==> config.mk <==
export PLATFORM = sky130hd
export DESIGN_NAME = timer_top
export DESIGN_NICKNAME = d
export VERILOG_FILES = /design/src/timer_pkg.sv /design/src/timer_bus.sv /design/src/timer_counter.sv /design/src/timer_prescaler.sv /design/src/timer_regs.sv /design/src/timer_top.sv
export SDC_FILE = /design/constraint.sdc
export NUM_CORES = 1
export LEC_CHECK = 0
export CAP_MARGIN = 20
export CORE_AREA = 2 2 126 152
export DETAILED_ROUTE_END_ITERATION = 12
export DIE_AREA = 0 0 128 154
export DONT_BUFFER_PORTS = 1
export GPL_TIMING_DRIVEN = 0
export PLACE_DENSITY = 0.57
export SLEW_MARGIN = 20
export SYNTH_ARGS = -nofsm -noshare
export SYNTH_HDL_FRONTEND = slang
export SYNTH_SLANG_ARGS = --single-unit
==> constraint.sdc <==
create_clock -name clk -period 2.3 [get_ports clk]
set_clock_uncertainty 0.2 [all_clocks]
set_input_delay 0.345 -clock clk [delete_from_list [all_inputs] [get_ports clk]]
set_output_delay 0.345 -clock clk [all_outputs]
set_load 0.05 [all_outputs]
==> src/timer_pkg.sv <==
package timer_pkg;

    // width of the processor data bus
    localparam int DATA_W = 8;

    // register offsets within one channel
    typedef enum logic [1:0] {
        // counter low on read, latch low on write
        REG_LO        = 2'd0,
        // counter high on read, latch high on write
        REG_HI        = 2'd1,
        REG_DIV       = 2'd2,
        // status on read, control on write
        REG_CTRL_STAT = 2'd3
    } reg_addr_e;

    // control byte, upper bits kept as written
    typedef struct packed {
        logic [5:0] reserved;
        logic       oneshot;
        logic       irq_en;
    } ctrl_t;

    typedef struct packed {
        logic [5:0] zero;
        logic       irq_pending;
        logic       running;
    } status_t;

    // one channel's view of the processor bus
    typedef struct packed {
        logic              sel;
        logic              rwb;
        reg_addr_e         offset;
        logic [DATA_W-1:0] wdata;
    } bus_req_t;

    // channel settings from the register block to the datapath
    typedef struct packed {
        logic        start;
        logic        running;
        logic [15:0] latch;
        logic [7:0]  divisor;
        logic        oneshot;
    } chan_cfg_t;

    // counter state back to the register block
    typedef struct packed {
        logic [15:0] count;
        logic        match;
    } chan_stat_t;

endpackage

==> src/timer_bus.sv <==
`timescale 1ns/1ps

module timer_bus #(
    parameter int NUM_CHANNELS = 2,
    parameter int CH_W         = (NUM_CHANNELS > 1) ? $clog2(NUM_CHANNELS) : 1
) (
    input  logic                          i_cs,
    input  logic                          i_rwb,
    input  logic [CH_W+1:0]               i_addr,
    input  logic [timer_pkg::DATA_W-1:0]  i_data,
    output timer_pkg::bus_req_t           o_req [NUM_CHANNELS],
    input  logic [timer_pkg::DATA_W-1:0]  i_rdata [NUM_CHANNELS],
    input  logic [NUM_CHANNELS-1:0]       i_irq_pending,
    output logic [timer_pkg::DATA_W-1:0]  o_data,
    output logic                          o_irqb
);

    logic [CH_W-1:0]      chan;
    timer_pkg::reg_addr_e offset;

    // upper address bits pick the channel, low two bits the register
    assign chan   = i_addr[CH_W+1:2];
    assign offset = timer_pkg::reg_addr_e'(i_addr[1:0]);

    // fan the bus out, only the addressed channel sees sel
    always_comb begin
        for (int i = 0; i < NUM_CHANNELS; i++) begin
            o_req[i].sel    = i_cs && (chan == CH_W'(i));
            o_req[i].rwb    = i_rwb;
            o_req[i].offset = offset;
            o_req[i].wdata  = i_data;
        end
    end

    // read data follows the address with no latency
    // unused channel codes read as zero
    always_comb begin
        o_data = '0;
        for (int i = 0; i < NUM_CHANNELS; i++) begin
            if (chan == CH_W'(i)) begin
                o_data = i_rdata[i];
            end
        end
    end

    // shared interrupt line, low while any channel is pending
    assign o_irqb = ~|i_irq_pending;

endmodule

==> src/timer_counter.sv <==
`timescale 1ns/1ps

module timer_counter (
    input  logic                  clk,
    input  logic                  reset,
    input  timer_pkg::chan_cfg_t  i_cfg,
    input  logic                  i_tick,
    output timer_pkg::chan_stat_t o_stat
);

    logic [15:0] count;
    logic        hit;

    assign hit = (count == i_cfg.latch);

    always_ff @(posedge clk) begin
        if (reset) begin
            count <= '0;
        end else if (i_cfg.start) begin
            count <= '0;
        end else if (i_tick) begin
            if (hit) begin
                // one-shot holds at the latch value, repeat wraps
                if (!i_cfg.oneshot) begin
                    count <= '0;
                end
            end else begin
                count <= count + 16'd1;
            end
        end
    end

    // match lasts only the tick cycle that reaches the latch
    always_comb begin
        o_stat.count = count;
        o_stat.match = i_tick && hit;
    end

endmodule

==> src/timer_prescaler.sv <==
`timescale 1ns/1ps

module timer_prescaler #(
    parameter int PRESCALE_BITS = 8
) (
    input  logic                 clk,
    input  logic                 reset,
    input  timer_pkg::chan_cfg_t i_cfg,
    output logic                 o_tick
);

    localparam int PW = 8 + PRESCALE_BITS;

    logic [PW-1:0] pre_count;
    logic          terminal;

    // upper byte is compared with the divisor and lower bits run a full cycle
    assign terminal = (pre_count[PW-1:PRESCALE_BITS] == i_cfg.divisor)
                   && (&pre_count[PRESCALE_BITS-1:0]);

    assign o_tick = i_cfg.running && !i_cfg.start && terminal;

    always_ff @(posedge clk) begin
        if (reset) begin
            pre_count <= '0;
        end else if (i_cfg.start || !i_cfg.running || o_tick) begin
            pre_count <= '0;
        end else begin
            pre_count <= pre_count + PW'(1);
        end
    end

endmodule

==> src/timer_regs.sv <==
`timescale 1ns/1ps

module timer_regs (
    input  logic                          clk,
    input  logic                          reset,
    input  timer_pkg::bus_req_t           i_req,
    input  timer_pkg::chan_stat_t         i_stat,
    output timer_pkg::chan_cfg_t          o_cfg,
    output logic [timer_pkg::DATA_W-1:0]  o_rdata,
    output logic                          o_irq_pending
);

    logic [15:0]         latch;
    logic [7:0]          divisor;
    timer_pkg::ctrl_t    ctrl;
    timer_pkg::status_t  status;
    logic                running;
    logic                irq_pending;
    logic                wr;
    logic                stat_rd;
    logic                start;

    assign wr      = i_req.sel && !i_req.rwb;
    assign stat_rd = i_req.sel && i_req.rwb && (i_req.offset == timer_pkg::REG_CTRL_STAT);

    // a latch low write restarts prescaler and counter at the same edge
    assign start = wr && (i_req.offset == timer_pkg::REG_LO);

    always_ff @(posedge clk) begin
        if (reset) begin
            latch       <= '1;
            divisor     <= '0;
            ctrl        <= '0;
            running     <= 1'b0;
            irq_pending <= 1'b0;
        end else begin
            // one-shot stops on its match, a new start below overrides
            if (i_stat.match && ctrl.oneshot) begin
                running <= 1'b0;
            end

            if (wr) begin
                unique case (i_req.offset)
                    timer_pkg::REG_LO: begin
                        latch[7:0] <= i_req.wdata;
                        running    <= 1'b1;
                    end
                    timer_pkg::REG_HI: begin
                        latch[15:8] <= i_req.wdata;
                    end
                    timer_pkg::REG_DIV: begin
                        divisor <= i_req.wdata;
                    end
                    timer_pkg::REG_CTRL_STAT: begin
                        ctrl <= timer_pkg::ctrl_t'(i_req.wdata);
                    end
                endcase
            end

            // a new match beats a clearing status read on the same edge
            if (stat_rd) begin
                irq_pending <= 1'b0;
            end
            if (i_stat.match && ctrl.irq_en) begin
                irq_pending <= 1'b1;
            end
        end
    end

    always_comb begin
        status             = '0;
        status.running     = running;
        status.irq_pending = irq_pending;
    end

    always_comb begin
        unique case (i_req.offset)
            timer_pkg::REG_LO:        o_rdata = i_stat.count[7:0];
            timer_pkg::REG_HI:        o_rdata = i_stat.count[15:8];
            timer_pkg::REG_DIV:       o_rdata = divisor;
            timer_pkg::REG_CTRL_STAT: o_rdata = status;
            default:                  o_rdata = '0;
        endcase
    end

    always_comb begin
        o_cfg.start   = start;
        o_cfg.running = running;
        o_cfg.latch   = latch;
        o_cfg.divisor = divisor;
        o_cfg.oneshot = ctrl.oneshot;
    end

    assign o_irq_pending = irq_pending;

endmodule

==> src/timer_top.sv <==
`timescale 1ns/1ps

module timer_top #(
    parameter int NUM_CHANNELS  = 2,
    parameter int PRESCALE_BITS = 8,
    parameter int CH_W          = (NUM_CHANNELS > 1) ? $clog2(NUM_CHANNELS) : 1
) (
    input  logic                          clk,
    input  logic                          reset,
    input  logic                          i_cs,
    input  logic                          i_rwb,
    input  logic [CH_W+1:0]               i_addr,
    input  logic [timer_pkg::DATA_W-1:0]  i_data,
    output logic [timer_pkg::DATA_W-1:0]  o_data,
    output logic                          o_irqb
);

    timer_pkg::bus_req_t          req [NUM_CHANNELS];
    logic [timer_pkg::DATA_W-1:0] rdata [NUM_CHANNELS];
    logic [NUM_CHANNELS-1:0]      irq_pending;
    timer_pkg::chan_cfg_t         cfg [NUM_CHANNELS];
    timer_pkg::chan_stat_t        stat [NUM_CHANNELS];
    logic [NUM_CHANNELS-1:0]      tick;

    timer_bus #(
        .NUM_CHANNELS (NUM_CHANNELS),
        .CH_W         (CH_W)
    ) u_bus (
        .i_cs          (i_cs),
        .i_rwb         (i_rwb),
        .i_addr        (i_addr),
        .i_data        (i_data),
        .o_req         (req),
        .i_rdata       (rdata),
        .i_irq_pending (irq_pending),
        .o_data        (o_data),
        .o_irqb        (o_irqb)
    );

    // one register block and datapath per channel
    for (genvar ch = 0; ch < NUM_CHANNELS; ch++) begin : g_chan
        timer_regs u_regs (
            .clk           (clk),
            .reset         (reset),
            .i_req         (req[ch]),
            .i_stat        (stat[ch]),
            .o_cfg         (cfg[ch]),
            .o_rdata       (rdata[ch]),
            .o_irq_pending (irq_pending[ch])
        );

        timer_prescaler #(
            .PRESCALE_BITS (PRESCALE_BITS)
        ) u_prescaler (
            .clk    (clk),
            .reset  (reset),
            .i_cfg  (cfg[ch]),
            .o_tick (tick[ch])
        );

        timer_counter u_counter (
            .clk    (clk),
            .reset  (reset),
            .i_cfg  (cfg[ch]),
            .i_tick (tick[ch]),
            .o_stat (stat[ch])
        );
    end

endmodule
---- After elaboration in Yosys (flattened, before gate mapping) ----
Index checks and enable logic that the tools add are counted.
cells by class
  add/sub/neg operators ................... 4
  bitwise logic cells ..................... 1
  reduce and logical (&&, ||, !) cells .... 52
  equality and inequality tests ........... 9
  muxes and demuxes ....................... 17
operator list
  kind                     count
  $add A16 B1 Y16 const B  4
  $mux W16                 4
  $pmux W8 S4              2
  $eq A16 B16 Y1           2
  $logic_and A1 B1 Y1      22
  $reduce_and A2 Y1        10
  $eq A8 B8 Y1             2
  $reduce_and A8 Y1        2
  $mux W1                  10
  $reduce_or A2 Y1         5
  $mux W8                  1
  $logic_not A1 Y1         6
  $eq A2 B2 Y1 const B     2
  $logic_or A1 B1 Y1       4
  $ne A2 B2 Y1 const B     2
  $reduce_bool A2 Y1       2
  $eq A2 B1 Y1 const B     1
  $logic_not A2 Y1         1
  $not A1 Y1               1
word-level totals
  logic and storage cells ................. 101
  bits in registers ....................... 120
  input port bits ......................... 15
  output and inout bits ................... 9

---- Longest topological paths before layout ----
  word-level depth ........................ 12
  gate-level depth with buffers ........... 8
  mapped depth without buffers ............ 7

---- Hierarchy ----
A second synthesis with hierarchy kept.
second synthesis, totals
  cell total of the unflattened synthesis .. 732
  area, all modules ....................... 6,787.8 um^2
by module, submodules not included
  module           times used  area each (um^2)  cells each
  timer_regs       2           1,378.8           134
  timer_counter    2           1,044.8           124
  timer_prescaler  2           812.0             91
  timer_bus        1           316.6             34

---- Worst setup path before layout ----
OpenSTA, ideal clock, no wires.
  kind .................................... input port to output port
  from .................................... input i_addr[0]
  to ...................................... output o_data[6] (netlist bit)
  required time ........................... 1,755 ps
  buffers on the path ..................... 3
  slack ................................... -599 ps
  stages .................................. 7
  arrival ................................. 2,354 ps
  cell sequence ........................... clkbuf_1 buf_1 buf_2 mux2i_1 nor2_1 a21oi_1 a21oi_1
between the ends
  cells in the longest elaborated chain, start to end .. 3
  elaborated cells on any way between the ends .. 7
  classes of those cells .................. 3 x eq/ne; 3 x mux; 1 x reduce/logical
ends and longest elaborated chain
  item                                        line              source
  from (decl)                                 timer_top.sv:12   input logic [CH_W+1:0] i_addr,
  $eq A2 B2 Y1, or another cell as far along  timer_regs.sv:77  unique case (i_req.offset)
  $pmux W8 S4                                 timer_regs.sv:77
  $mux W8 (*)                                 timer_bus.sv:40   if (chan == CH_W'(i)) begin
  to (decl)                                   timer_top.sv:14   output logic [timer_pkg::DATA_W-1:0] o_data,
Mark *: on every way between the ends. The rest lies on a longest branch, timed or not.

---- Worst setup path in the final report ----
  from .................................... register g_chan[0].u_counter.count[10]
  to ...................................... register g_chan[0].u_counter.count[13]
between the ends
  cells in the longest elaborated chain, start to end .. 3
  elaborated cells on any way between the ends .. 5
  classes of those cells .................. 1 x add/sub; 2 x eq/ne; 1 x mux; 1 x reduce/logical
ends and longest elaborated chain
  item                                                     line                 source
  from (decl)                                              timer_counter.sv:11  logic [15:0] count;
  from (signal assigned)                                   timer_counter.sv:28  count <= count + 16'd1;
  branches (longest 3 deep; another with $add A16 B1 Y16)  -
Parallel ways; which one is timed is not known.
A chain may end at the register's enable or synchronous reset.

==> flow_metrics.tcl <==
set metrics [dict create \
    status "finished, violations left" \
    violations "negative setup slack" \
    yosysWarnings 0 \
    fin_setup_tns_ns -0.0199 \
    timing.rr.start "g_chan[0].u_counter.count[10]" \
    worstPathArrival_ns 2.47 \
    routedWlPerCell_um 17.5 \
    root_buffer "clkbuf_16" \
    cts.sinks 120 \
    syn_nets 731 \
    slew_headroom 0.345 \
    core_sq_um 18100 \
    via_count 5245 \
    synthesis.area_sq_um 6080 \
    seq_area_frac_synth 0.395 \
    antenna_found_initial 0 \
    chipWidth_um 128 \
    clk_pin_slew_ns 0.05 \
    placed_cells 936 \
    synthToLayoutAreaGrowth_pct 28.4 \
    grt_pass1_wl_mm 27.6 \
    yosysTopAreaCellShare 0.395 \
    ant_nets 0 \
    io_buffers 0 \
    startpoint_type "flop" \
    initial_core_util 0.336 \
    peakVddDrop_uv 445 \
    path_cells "xnor2_1, nand4_1, nor4_4, buf_4, buf_4, a2111o_1, or4_1, a21oi_1" \
    hpwlAfterDp_mm 11.9 \
    first_pass_iters 4 \
    cp_data_required_time_ns 2.45 \
    drive_gt1_frac 0.224 \
    ys_ff_latch 120 \
    slowest_delay_ns 0.48 \
    grt_pass1_vias 5174 \
    grt_overflow 0 \
    avgViaCountPerCell 5.30 \
    cp_num_buf_inv 2 \
    cpLargestDelayFamily "compound AO/OA/AOI/OAI gates" \
    hold_path_class "primary input to flop" \
    die_h_um 154 \
    routed_wl_mm 17.3 \
    grt_start_max_net_pins 17 \
    nFillCells 1757 \
    final_nets 771 \
    rsz0062_at_grt "true" \
    antenna_cells 0 \
    fin_crit_ns 2.32 \
    period_share 1.01 \
    drv_slew 0 \
    critPathKind "flop to flop" \
    drtIter0Drc 385 \
    max_cap_viol_count 0 \
    gp_congestion 0.875 \
    ios 24 \
    cts_made_buffers 17 \
    multi_input_area_sq_um 3960 \
    synth.area.top_cells "dfxtp_1 (39%), xor2_1 (7.1%), xnor2_1 (6.5%)" \
    die_area_sq_um 19700 \
    hold_viol 0 \
    power.density_nw_per_um2 680 \
    worst_slew_pin_slew_ns 0.979 \
    max_freq_mhz 431 \
    grtUsageTotal 0.180 \
    setup_violations 1 \
    h-tree-depth 4 \
    synth_most_common_cell "dfxtp_1" \
    p_leak_nw 2.63 \
    critPathMostFrequentCell "buf_4" \
    clock_latency_ns 0.42 \
    synth_edf_count 0 \
    ys.flop_type "dfxtp_1" \
    synth.largest_area_cell "dfxtp_1" \
    cts_tree "yes" \
    worst-path-max-fanout 6 \
    avgSynthCellArea_sq_um 8.54 \
    layout_setup_ws_ns -0.0199 \
    postSynthCellCount 712 \
    rows 54 \
    fin_cells 989 \
    ys_types 45 \
    crit_path_end_kind "flop" \
    critPathSlowestCell "a2111o_1" \
    seqCellArea_sq_um 2450 \
    holdCritStartpoint "i_rwb" \
    synthTopCellsByCount "dfxtp_1 (120), nor2_1 (88), nand2_1 (83), xor2_1 (49), xnor2_1 (45)" \
    async_reset_ff_frac 0 \
    clk_path_buf_depth 2 \
    drc_errors 0 \
    crit_start "g_chan[0].u_counter.count[10]" \
]
worst paths after layout:
check / end / slack, ns / cells past startpoint
setup / recovery: g_chan[0].u_counter.count[13] / -0.02 / 8
hold / removal: g_chan[0].u_regs.o_irq_pending / 0.04 / 3
setup reg to reg: g_chan[0].u_counter.count[13] / -0.02 / 8
hold reg to reg: g_chan[0].u_prescaler.pre_count[0] / 0.24 / 1
stage by stage:
stage	worst slack (ns)	util	area, sq um	power (W)	hold slack, ns
after floorplan	0.0117	-	6140	0.00231	0.230
after global placement	-0.797	0.354	6420	0.00235	0.247
after detailed placement	-0.578	0.355	6420	0.00235	0.254
after CTS	-0.0145	0.415	7510	0.00534	0.0312
after global routing	-0.107	0.431	7810	0.00547	0.0478
final	-0.0199	0.431	7810	0.00531	0.0417
state kept, by name, summed over array words and instances, names as in the netlist:
| signal | count |
|---|---|
| g_chan.u_regs.o_cfg | 2 |
| g_chan.u_regs.running | 2 |
| g_chan.u_regs.ctrl | 2 |
| g_chan.u_regs.latch | 32 |
| g_chan.u_regs.divisor | 16 |
| g_chan.u_prescaler.pre_count | 32 |
| g_chan.u_regs.o_irq_pending | 2 |
| g_chan.u_counter.count | 32 |
per-layer routing:
layer	vias to the layer above	share of wire	GRT usage
li1	2567	-	-
met1	2516	0.43	0.213
met2	113	0.51	0.312
met3	49	0.031	0.0404
met4	0	0.037	0.0785
met5	-	0	0
tightest hold or removal path, delay by kind of cell:
kind | cells | cell delay [ns]
compound gates | 2 | 0.20
simple gates | 1 | 0.08
cell type report:
cell class	count	area share
plain buffers	32	0.0247
flip-flops and latches	120	0.314
multi-input cells	540	0.507
repair buffers	26	0.0274
inverters	15	0.00721
clock inverters	12	0.0253
clock buffers	20	0.0585
well taps	224	0.0359
placed cells by master, fill, tap and decap left out, types with 9 or more instances in the layout:
cell type and n:
dfxtp_2 27, nand3_1 32, a211oi_2 13, nand2b_1 11, clkbuf_1 15, xor2_1 49, inv_1 15, o21ai_0 13
nor2_1 87, nand4_1 14, mux2i_1 24, a21oi_1 29, buf_4 19, nand2_1 83, nand3b_1 20, dfxtp_1 88
and3_1 9, nor2b_1 9, clkbuf_16 17, xnor2_1 45
report_power, final:
group / switching (W) / internal, W
Clock: 0.000969 / 0.00197
Combinational: 0.000174 / 0.0000910
Sequential: 0.0000155 / 0.00209
cells by family (layout without fill, tap and decap cells):
group | count (synthesis) | after routing | synth area share
and+or+nand+nor | 310 | 310 | 0.256
DFF | 120 | 120 | 0.395
AOI/OAI and AO/OA | 100 | 100 | 0.111
xor gates and xnor gates | 94 | 94 | 0.135
buffers and inverters | 52 | 105 | 0.0335
muxes | 32 | 32 | 0.0609
adders and majority gates | 4 | 4 | 0.00823
timing repair:
item / in CTS / in global routing
resized for setup: 77 / 70
cloned: 1 / 0
buffers inserted: 11 / 7
pin swaps: 15 / 11
endpoints found under the setup margin: 64 / 65
hold endpoints to repair: 40 / 0
hold buffers: 7 / 0
Note: power is estimated with default switching activity, not from simulation.
